## src/hdl/egress_settings.svh

```systemverilog
/* Sizes of the egress subsystem. Buffer depths must be powers of two and at least
   the MTU in beats of their port class, or a lone maximum packet is always dropped. */

`ifndef EGRESS_SETTINGS_SVH
`define EGRESS_SETTINGS_SVH

// Wide ingress bus
`define EGR_BUS_BYTES 8

// Physical egress ports per width class
`define EGR_NUM_8B_PORTS 2
`define EGR_NUM_2B_PORTS 2
`define EGR_NUM_PORTS (`EGR_NUM_8B_PORTS + `EGR_NUM_2B_PORTS)

// Largest packet accepted by the router
`define EGR_MTU_BYTES 32

// Per-port buffer depths, in beats of the port width
`define EGR_BUF_DEPTH_8B 8
`define EGR_BUF_DEPTH_2B 32

`endif
```

## src/hdl/egress_pkg.sv

```systemverilog
/* Stream beat types of the egress path. Keep bits are contiguous from byte 0
   and only the last beat of a packet may be partial. */

`default_nettype none

`include "egress_settings.svh"

package egress_pkg;

    // Width of the narrow physical ports
    localparam int EGR_NARROW_BYTES = 2;

    // Ports 0..1 are 8-byte ports, 2..3 are 2-byte ports
    typedef logic [$clog2(`EGR_NUM_PORTS)-1:0] egr_port_idx_t;

    ////////////////////////////////////////////////////////////
    // Beat types

    typedef struct packed {
        logic [`EGR_BUS_BYTES*8-1:0] data;
        logic [`EGR_BUS_BYTES-1:0]   keep;
        logic                        last;
    } egr_wide_beat_t;

    // Three user bits so that indexes with no port behind them can be sent
    typedef struct packed {
        egr_wide_beat_t beat;
        logic [2:0]     user;
    } egr_ingress_beat_t;

    typedef struct packed {
        logic [EGR_NARROW_BYTES*8-1:0] data;
        logic [EGR_NARROW_BYTES-1:0]   keep;
        logic                          last;
    } egr_narrow_beat_t;

endpackage

`default_nettype wire

```

## src/hdl/p4_router_egress.sv

```systemverilog
/* Egress subsystem on a single clock. Index 0..1 selects an 8-byte port, 2..3 a
   2-byte port, 4..7 drops the packet; overflow pulses mark congestion drops. */

`timescale 1ns/10ps
`default_nettype none

`include "egress_settings.svh"

module p4_router_egress (
    input  logic                                                    clk,
    input  logic                                                    reset,
    input  egress_pkg::egr_ingress_beat_t                           ingress_beat,
    input  logic                                                    ingress_valid,
    output logic                                                    ingress_ready,
    output egress_pkg::egr_wide_beat_t   [`EGR_NUM_8B_PORTS-1:0]    port_8b_beat,
    output logic [`EGR_NUM_8B_PORTS-1:0]                            port_8b_valid,
    input  logic [`EGR_NUM_8B_PORTS-1:0]                            port_8b_ready,
    output logic [`EGR_NUM_8B_PORTS-1:0]                            port_8b_overflow,
    output egress_pkg::egr_narrow_beat_t [`EGR_NUM_2B_PORTS-1:0]    port_2b_beat,
    output logic [`EGR_NUM_2B_PORTS-1:0]                            port_2b_valid,
    input  logic [`EGR_NUM_2B_PORTS-1:0]                            port_2b_ready,
    output logic [`EGR_NUM_2B_PORTS-1:0]                            port_2b_overflow
);

    import egress_pkg::*;

    egr_wide_beat_t                                           demux_beat;
    logic [`EGR_NUM_PORTS-1:0]                                demux_valid;
    logic [`EGR_NUM_8B_PORTS-1:0]                             ready_8b;
    logic [`EGR_NUM_2B_PORTS-1:0]                             ready_2b;
    logic [`EGR_NUM_8B_PORTS-1:0][`EGR_BUS_BYTES*8-1:0]       data_8b;
    logic [`EGR_NUM_8B_PORTS-1:0][`EGR_BUS_BYTES-1:0]         keep_8b;
    logic [`EGR_NUM_8B_PORTS-1:0]                             last_8b;
    logic [`EGR_NUM_2B_PORTS-1:0][EGR_NARROW_BYTES*8-1:0]     data_2b;
    logic [`EGR_NUM_2B_PORTS-1:0][EGR_NARROW_BYTES-1:0]       keep_2b;
    logic [`EGR_NUM_2B_PORTS-1:0]                             last_2b;

    ////////////////////////////////////////////////////////////
    // Demux, low indexes feed the 8-byte class

    egress_demux demux0 (
        .clk       ( clk                   ),
        .reset     ( reset                 ),
        .in_beat   ( ingress_beat          ),
        .in_valid  ( ingress_valid         ),
        .in_ready  ( ingress_ready         ),
        .out_beat  ( demux_beat            ),
        .out_valid ( demux_valid           ),
        .out_ready ( {ready_2b, ready_8b}  )
    );

    ////////////////////////////////////////////////////////////
    // Port classes

    egress_port_array #(
        .NUM_PORTS  ( `EGR_NUM_8B_PORTS ),
        .PORT_BYTES ( `EGR_BUS_BYTES    )
    ) array_8b (
        .clk       ( clk                                      ),
        .reset     ( reset                                    ),
        .in_beat   ( {`EGR_NUM_8B_PORTS{demux_beat}}          ),
        .in_valid  ( demux_valid[`EGR_NUM_8B_PORTS-1:0]       ),
        .in_ready  ( ready_8b                                 ),
        .out_data  ( data_8b                                  ),
        .out_keep  ( keep_8b                                  ),
        .out_last  ( last_8b                                  ),
        .out_valid ( port_8b_valid                            ),
        .out_ready ( port_8b_ready                            ),
        .overflow  ( port_8b_overflow                         )
    );

    egress_port_array #(
        .NUM_PORTS  ( `EGR_NUM_2B_PORTS ),
        .PORT_BYTES ( EGR_NARROW_BYTES  )
    ) array_2b (
        .clk       ( clk                                                  ),
        .reset     ( reset                                                ),
        .in_beat   ( {`EGR_NUM_2B_PORTS{demux_beat}}                      ),
        .in_valid  ( demux_valid[`EGR_NUM_PORTS-1:`EGR_NUM_8B_PORTS]      ),
        .in_ready  ( ready_2b                                             ),
        .out_data  ( data_2b                                              ),
        .out_keep  ( keep_2b                                              ),
        .out_last  ( last_2b                                              ),
        .out_valid ( port_2b_valid                                        ),
        .out_ready ( port_2b_ready                                        ),
        .overflow  ( port_2b_overflow                                     )
    );

    // Regroup the array outputs into beat structs
    for (genvar i = 0; i < `EGR_NUM_8B_PORTS; i++) begin : g_pack_8b
        assign port_8b_beat[i] = '{data: data_8b[i], keep: keep_8b[i], last: last_8b[i]};
    end

    for (genvar i = 0; i < `EGR_NUM_2B_PORTS; i++) begin : g_pack_2b
        assign port_2b_beat[i] = '{data: data_2b[i], keep: keep_2b[i], last: last_2b[i]};
    end

endmodule

`default_nettype wire

```

## src/hdl/egress_port_array.sv

```systemverilog
/* One width class of egress ports. PORT_BYTES must be 2 or 8; 2-byte ports
   get a width adapter ahead of their buffer and are the only ones that stall. */

`timescale 1ns/10ps
`default_nettype none

`include "egress_settings.svh"

module egress_port_array #(
    parameter int NUM_PORTS  = 2,
    parameter int PORT_BYTES = 8
)(
    input  logic                                      clk,
    input  logic                                      reset,
    input  egress_pkg::egr_wide_beat_t [NUM_PORTS-1:0] in_beat,
    input  logic [NUM_PORTS-1:0]                      in_valid,
    output logic [NUM_PORTS-1:0]                      in_ready,
    output logic [NUM_PORTS-1:0][PORT_BYTES*8-1:0]    out_data,
    output logic [NUM_PORTS-1:0][PORT_BYTES-1:0]      out_keep,
    output logic [NUM_PORTS-1:0]                      out_last,
    output logic [NUM_PORTS-1:0]                      out_valid,
    input  logic [NUM_PORTS-1:0]                      out_ready,
    output logic [NUM_PORTS-1:0]                      overflow
);

    import egress_pkg::*;

    for (genvar i = 0; i < NUM_PORTS; i++) begin : g_port
        if (PORT_BYTES == EGR_NARROW_BYTES) begin : g_narrow
            egr_narrow_beat_t adapt_beat;
            logic             adapt_valid;
            egr_narrow_beat_t buf_beat;

            // Buffer never stalls, so the adapter runs at full rate
            egress_width_adapt adapt0 (
                .clk       ( clk         ),
                .reset     ( reset       ),
                .in_beat   ( in_beat[i]  ),
                .in_valid  ( in_valid[i] ),
                .in_ready  ( in_ready[i] ),
                .out_beat  ( adapt_beat  ),
                .out_valid ( adapt_valid ),
                .out_ready ( 1'b1        )
            );

            egress_packet_buffer #(
                .beat_t    ( egr_narrow_beat_t                      ),
                .DEPTH     ( `EGR_BUF_DEPTH_2B                      ),
                .MTU_BEATS ( `EGR_MTU_BYTES / EGR_NARROW_BYTES      )
            ) buf0 (
                .clk       ( clk          ),
                .reset     ( reset        ),
                .in_beat   ( adapt_beat   ),
                .in_valid  ( adapt_valid  ),
                .out_beat  ( buf_beat     ),
                .out_valid ( out_valid[i] ),
                .out_ready ( out_ready[i] ),
                .overflow  ( overflow[i]  )
            );

            assign out_data[i] = buf_beat.data;
            assign out_keep[i] = buf_beat.keep;
            assign out_last[i] = buf_beat.last;
        end else begin : g_wide
            egr_wide_beat_t buf_beat;

            assign in_ready[i] = 1'b1;

            egress_packet_buffer #(
                .beat_t    ( egr_wide_beat_t                        ),
                .DEPTH     ( `EGR_BUF_DEPTH_8B                      ),
                .MTU_BEATS ( `EGR_MTU_BYTES / `EGR_BUS_BYTES        )
            ) buf0 (
                .clk       ( clk          ),
                .reset     ( reset        ),
                .in_beat   ( in_beat[i]   ),
                .in_valid  ( in_valid[i]  ),
                .out_beat  ( buf_beat     ),
                .out_valid ( out_valid[i] ),
                .out_ready ( out_ready[i] ),
                .overflow  ( overflow[i]  )
            );

            assign out_data[i] = buf_beat.data;
            assign out_keep[i] = buf_beat.keep;
            assign out_last[i] = buf_beat.last;
        end
    end

endmodule

`default_nettype wire

```

## src/hdl/egress_packet_buffer.sv

```systemverilog
/* Synchronous packet FIFO that never stalls its input. A packet is admitted only if
   MTU_BEATS words are free at its first beat; otherwise all of it is dropped. */

`timescale 1ns/10ps
`default_nettype none

module egress_packet_buffer #(
    parameter type beat_t    = egress_pkg::egr_wide_beat_t,
    parameter int  DEPTH     = 8,
    parameter int  MTU_BEATS = 4
)(
    input  logic  clk,
    input  logic  reset,
    input  beat_t in_beat,
    input  logic  in_valid,
    output beat_t out_beat,
    output logic  out_valid,
    input  logic  out_ready,
    output logic  overflow
);

    localparam int PTR_W = $clog2(DEPTH);
    localparam int CNT_W = $clog2(DEPTH + 1);

    beat_t            mem [DEPTH];
    logic [PTR_W-1:0] wr_ptr;
    logic [PTR_W-1:0] rd_ptr;
    logic [CNT_W-1:0] count;
    logic             in_pkt;
    logic             drop_r;
    logic             first;
    logic             admit;
    logic             discard;
    logic             wr_en;
    logic             rd_en;

    function automatic logic [PTR_W-1:0] next_ptr(input logic [PTR_W-1:0] ptr);
        logic [PTR_W-1:0] nxt;
        if (int'(ptr) == DEPTH - 1) begin
            nxt = '0;
        end else begin
            nxt = ptr + 1'b1;
        end
        return nxt;
    endfunction

    ////////////////////////////////////////////////////////////
    // Admission

    assign first   = ~in_pkt;
    assign admit   = int'(count) <= DEPTH - MTU_BEATS;
    assign discard = first ? ~admit : drop_r;

    // Full check only matters for packets longer than the MTU
    assign wr_en = in_valid & ~discard & (int'(count) != DEPTH);

    // Congestion drop, flagged on the first beat only
    assign overflow = in_valid & first & ~admit;

    always_ff @(posedge clk) begin
        if (reset) begin
            in_pkt <= 1'b0;
            drop_r <= 1'b0;
        end else if (in_valid) begin
            in_pkt <= ~in_beat.last;
            if (first) begin
                drop_r <= ~admit;
            end
        end
    end

    ////////////////////////////////////////////////////////////
    // Storage

    assign out_valid = count != '0;
    assign out_beat  = mem[rd_ptr];
    assign rd_en     = out_valid & out_ready;

    always_ff @(posedge clk) begin
        if (reset) begin
            wr_ptr <= '0;
            rd_ptr <= '0;
            count  <= '0;
        end else begin
            if (wr_en) begin
                wr_ptr <= next_ptr(wr_ptr);
            end
            if (rd_en) begin
                rd_ptr <= next_ptr(rd_ptr);
            end
            case ({wr_en, rd_en})
                2'b10:   count <= count + 1'b1;
                2'b01:   count <= count - 1'b1;
                default: count <= count;
            endcase
        end
    end

    always_ff @(posedge clk) begin
        if (wr_en) begin
            mem[wr_ptr] <= in_beat;
        end
    end

endmodule

`default_nettype wire

```

## src/hdl/egress_width_adapt.sv

```systemverilog
/* Splits each wide beat into 2-byte beats from byte 0 up, one per cycle. Expects
   contiguous keep with at least one byte set; a partial beat is only legal with last. */

`timescale 1ns/10ps
`default_nettype none

`include "egress_settings.svh"

module egress_width_adapt (
    input  logic                         clk,
    input  logic                         reset,
    input  egress_pkg::egr_wide_beat_t   in_beat,
    input  logic                         in_valid,
    output logic                         in_ready,
    output egress_pkg::egr_narrow_beat_t out_beat,
    output logic                         out_valid,
    input  logic                         out_ready
);

    import egress_pkg::*;

    localparam int SLICES = `EGR_BUS_BYTES / EGR_NARROW_BYTES;
    localparam int IDX_W  = $clog2(SLICES);

    egr_wide_beat_t            hold;
    logic                      full;
    logic [IDX_W-1:0]          idx;
    logic [`EGR_BUS_BYTES-1:0] keep_rest;
    logic                      final_slice;
    logic                      load;
    logic                      fire;

    ////////////////////////////////////////////////////////////
    // Slice select

    // Keep bits above the current slice; none left means this slice ends the beat
    assign keep_rest   = hold.keep >> (EGR_NARROW_BYTES * (int'(idx) + 1));
    assign final_slice = ~keep_rest[0];

    always_comb begin
        out_beat.data = hold.data[EGR_NARROW_BYTES*8*idx +: EGR_NARROW_BYTES*8];
        out_beat.keep = hold.keep[EGR_NARROW_BYTES*idx +: EGR_NARROW_BYTES];
        out_beat.last = hold.last & final_slice;
    end

    assign out_valid = full;
    assign fire      = full & out_ready;

    // Next wide beat may load on the cycle the final slice leaves
    assign in_ready = ~full | (out_ready & final_slice);
    assign load     = in_valid & in_ready;

    ////////////////////////////////////////////////////////////
    // State

    always_ff @(posedge clk) begin
        if (reset) begin
            full <= 1'b0;
            idx  <= '0;
        end else if (load) begin
            full <= 1'b1;
            idx  <= '0;
        end else if (fire) begin
            if (final_slice) begin
                full <= 1'b0;
            end else begin
                idx <= idx + 1'b1;
            end
        end
    end

    always_ff @(posedge clk) begin
        if (load) begin
            hold <= in_beat;
        end
    end

endmodule

`default_nettype wire

```

## src/hdl/egress_demux.sv

```systemverilog
/* Routes whole packets by the user field of their first beat; indexes without a port
   are accepted and discarded. One output register serves every port. */

`timescale 1ns/10ps
`default_nettype none

`include "egress_settings.svh"

module egress_demux (
    input  logic                          clk,
    input  logic                          reset,
    input  egress_pkg::egr_ingress_beat_t in_beat,
    input  logic                          in_valid,
    output logic                          in_ready,
    output egress_pkg::egr_wide_beat_t    out_beat,
    output logic [`EGR_NUM_PORTS-1:0]     out_valid,
    input  logic [`EGR_NUM_PORTS-1:0]     out_ready
);

    import egress_pkg::*;

    logic                      in_pkt;
    logic [2:0]                dest_r;
    logic [2:0]                dest;
    egr_port_idx_t             port;
    logic [`EGR_NUM_PORTS-1:0] port_onehot;
    logic                      drain;
    logic                      accept;

    ////////////////////////////////////////////////////////////
    // Destination select

    // First beat takes the index from the bus, later beats from the latch
    assign dest = in_pkt ? dest_r : in_beat.user;
    assign port = egr_port_idx_t'(dest);

    always_comb begin
        port_onehot = '0;
        port_onehot[port] = 1'b1;
    end

    ////////////////////////////////////////////////////////////
    // Handshake

    assign drain    = |(out_valid & out_ready);
    assign in_ready = ~(|out_valid) | drain;
    assign accept   = in_valid & in_ready;

    always_ff @(posedge clk) begin
        if (reset) begin
            in_pkt    <= 1'b0;
            dest_r    <= '0;
            out_valid <= '0;
        end else if (accept) begin
            in_pkt <= ~in_beat.beat.last;
            dest_r <= dest;
            // Beat of an unknown destination is taken but never presented
            if (int'(dest) < `EGR_NUM_PORTS) begin
                out_valid <= port_onehot;
            end else begin
                out_valid <= '0;
            end
        end else if (drain) begin
            out_valid <= '0;
        end
    end

    always_ff @(posedge clk) begin
        if (accept) begin
            out_beat <= in_beat.beat;
        end
    end

endmodule

`default_nettype wire

```

## config.mk

```make
export PLATFORM = sky130hd
export DESIGN_NAME = p4_router_egress
export DESIGN_NICKNAME = d
export VERILOG_FILES = /design/src/hdl/egress_pkg.sv /design/src/hdl/p4_router_egress.sv /design/src/hdl/egress_port_array.sv /design/src/hdl/egress_packet_buffer.sv /design/src/hdl/egress_width_adapt.sv /design/src/hdl/egress_demux.sv
export VERILOG_INCLUDE_DIRS = /design/src /design/src/hdl
export SDC_FILE = /design/constraint.sdc
export NUM_CORES = 2
export LEC_CHECK = 0
export ABC_AREA = 1
export BUFFER_PORTS_ARGS = -buffer_cell sky130_fd_sc_hd__buf_2
export CAP_MARGIN = 20
export CORE_UTILIZATION = 40
export CTS_CLUSTER_SIZE = 24
export DETAILED_ROUTE_END_ITERATION = 6
export MAX_ROUTING_LAYER = met4
export PLACE_DENSITY = 0.67
export SLEW_MARGIN = 40
export SYNTH_ARGS = -nofsm -noshare
export SYNTH_HDL_FRONTEND = slang
export SYNTH_SLANG_ARGS = --single-unit
```

## constraint.sdc

```tcl
create_clock -name clk -period 5.5 [get_ports clk]
set_clock_uncertainty 0.1 [all_clocks]
set_input_delay 0.55 -clock clk [delete_from_list [all_inputs] [get_ports clk]]
set_output_delay 0.55 -clock clk [all_outputs]
set_load 0.05 [all_outputs]
```

==> key figures <==
Status
  • Status: complete, no violations

Finish
  • Area taken by multi-input logic gates: 23,150 um^2
  • Share of cells above drive strength 1: 12.31%
  • Seq. cell area: 80,000 um^2
  • Area growth syn-to-layout: 14.71%
  • Final core occ: 46.18%
  • Filler cells: 22,540
  • Nets: 8,319

Synthesis
  • Synth area leader: edfxtp_1
  • Syn Inst Count: 7,867
  • EDFF count, synth: 2,603
  • Async SR Flop Fraction: 0%
  • Count leader, synth: edfxtp_1
  • Synth Warn #: 0
  • Netlist cell types: 46
  • Cell area after synthesis: 105,800 um^2
  • Synth cell count leaders: 2,603 x edfxtp_1, 1,695 x nor2_1, 962 x o21ai_0, 500 x nand2_1, 258 x o21bai_1
  • Synth top area share: 73.90%
  • Sequential element share of the synthesized area: 75.60%
  • Mapped Nets: 7,986
  • Synth Flop Type: edfxtp_1
  • FF+latch count, synth: 2,693
  • Mean Syn Cell Area: 13.44 um^2
  • Area contributors post-synth: edfxtp_1 74%, nor2_1 6.0%, o21ai_0 4.6%, o221ai_1 2.1%, o21bai_1 1.8%

Route
  • Via count: 66,880
  • Drt drc: 0
  • Via/cell ratio: 5.605
  • DRT Wirelength: 283.7 mm
  • Avg WL per Cell: 23.78 um
  • Detail Route Antenna Nets: 0
  • Starting DRC count in detailed routing: 7,471
  • DR pass1 iterations: 7

CTS
  • Worst-Skew Late Latency: 950 ps
  • Clk buf depth: 4
  • Root Buffer: clkbuf_16
  • CTS tree: yes
  • Clk slew on worst S/H paths: 60 ps
  • TritonCTS buffer count: 287
  • H-tree depth: 5
  • Post-cts sizing count: 0
  • Setup bufs post-CTS: 0
  • Hold buffers post-CTS: 77
  • Clock sink total: 2,693

Floorplan
  • I/O pin count: 276
  • Core area: 262,700 um^2
  • Die W: 516.2 um
  • Die area: 266,500 um^2
  • Starting Density: 40.26%
  • FP Rows: 188
  • Die height: 516.2 um

Critical path
  • Flop-to-flop setup slack: 2070 ps
  • CP max stage cell: dfxtp_4
  • Crit path buf inv count: 4
  • R2R Path Start: array_2b.g_port[0].g_narrow.adapt0.idx[1]
  • CP Capture Point: port_2b_beat[15]
  • Crit path max fanout: 88
  • Worst Setup End Kind: output port
  • Critical path type: flip-flop to output port
  • Cell Chain, Critical Path: inv_8, buf_4, buf_4, nor2_1, o221ai_1, nand3_1, nand2_1, nand2_1, nand2_1, buf_2
  • Worst setup SP type: flip-flop
  • CP delay by family, top: buffers and inverters
  • CP max stage delay: 480 ps
  • Required @ worst endpoint: 4850 ps
  • RR Endpoint: demux0.out_beat[21]
  • CP Depth: 10
  • CP Data Arrival Time: 3920 ps
  • Worst Reg-to-Reg Cells: 7
  • CP dominant cell by count: nand2_1

STA
  • Fmax achieved: 218.9 MHz
  • RSZ-0062 raised after global routing: no
  • Final Hold Slack: 103.7 ps
  • Fin crit share: 83.06%
  • Setup tns final: 0 ps
  • Final Hold Fails: 0
  • Relative slew slack: 41.81%
  • Final setup fails: 0
  • Tmin final: 4569 ps
  • Worst-Margin Slew: 872.9 ps
  • Fin. max-slew vios: 0

Pwr
  • Leak Pwr: 39.95 nW
  • Final Total Pwr: 58.26 mW
  • P per Cell Area: 480.2 nW/um^2
  • VDD IR max: 0.6826 mV

Global routing
  • Grt ovf: 0
  • Gr usage total: 21.42%
  • Vias in the first global route: 63,910
  • Initial antenna violation count: 13
  • First-pass GRT wire length: 413.9 mm
  • Largest net degree at the start of global routing: 201

Placed design
  • Post-DP HPWL: 160.7 mm
  • PortBufs: 275
  • Routability Congestion: 0.8149

Min path
  • Hold WC Path Type: input pin to flip-flop

Run
  • Max cap viols: 0
stage by stage:
step / setup slack [ps] / instance area (um^2) / std cells
finish: 931.5 / 121300 / 11930
global route: 746.9 / 121300 / 11930
CTS: 841.2 / 121000 / 11910
detailed placement: 1798 / 111500 / 11330
global placement: 1561 / 111100 / 11320
floorplan: 691.6 / 105800 / 7867
logic make-up (layout without fill, tap and decap cells):
group	count (synthesis)	in the layout	synth area share [%]
buf+inv	649	1191	3.151
other cells	0	9	0
mux	2	2	0.01893
flops	2693	2693	75.60
xor+xnor	16	16	0.1325
fa+ha+maj	36	36	0.4401
compound gates	2010	2010	11.54
simple gates	2461	2461	9.111
how the worst min path moves through the flow:
stage / start / end / slack (ps) / cells after the start
floorplan: demux0.dest_r[0] / demux0.dest_r[0] / 340 / 2
global placement: demux0.dest_r[0] / demux0.dest_r[0] / 350 / 2
detailed placement: demux0.dest_r[0] / demux0.dest_r[0] / 370 / 2
CTS: ingress_beat[1] / demux0.out_valid[1] / 70 / 4
global route: ingress_beat[1] / demux0.out_valid[1] / 90 / 4
finish: ingress_beat[1] / demux0.out_valid[1] / 100 / 4
per-layer routing:
metal	vias to the layer above	track usage (%)	wire length [um]
li1	29840	-	-
met5	-	-	0
met2	3029	33.56	134800
met3	459	4.344	26360
met1	33550	28.05	114500
met4	0	6.611	8113
cells in the final DEF, fill, tap and decap left out, drive strengths merged, types with 116 or more instances in the layout:
master     n
clkbuf   359
nor2    1695
a31oi    148
edfxtp  2603
clkinv   116
a21oi    155
o21bai   258
o21ai    979
buf      499
o22ai    180
o221ai   256
nand3    171
nand2    504
tightest hold or removal path, stage by stage:
cell     delay [ps]
buf_2           200
mux2i_1         170
nand3_1         100
nor2_1           50
registers in the layout, indices dropped and copies added, names as in the netlist, 4 cells and up, named ones only:
register,count
array_2b.g_port.g_narrow.buf0.count,12
array_2b.g_port.g_narrow.buf0.rd_ptr,10
array_2b.g_port.g_narrow.adapt0.hold,146
array_2b.g_port.g_narrow.buf0.mem,1216
array_8b.g_port.g_wide.buf0.mem,1168
array_2b.g_port.g_narrow.adapt0.idx,4
array_8b.g_port.g_wide.buf0.rd_ptr,6
demux0.out_valid,4
demux0.out_beat,73
array_8b.g_port.g_wide.buf0.count,8
array_2b.g_port.g_narrow.buf0.wr_ptr,10
array_8b.g_port.g_wide.buf0.wr_ptr,6
power by group:
group | switching (mW) | internal, mW | total, mW
Clock | 7.66 | 10.6 | 18.2
Sequential | 0.605 | 22.8 | 23.4
Combinational | 12.5 | 4.15 | 16.6
final cells by class:
type,instances,area share (%)
clock inverter,139,0.9312
clock buffer,359,6.271
sequential,2693,65.94
timing repair buffer,576,3.713
inverter,117,0.4290
tap,3515,3.625
multi-input combinational,4525,19.08
antenna,9,0.01856
Power figures use the tool's default switching activity.
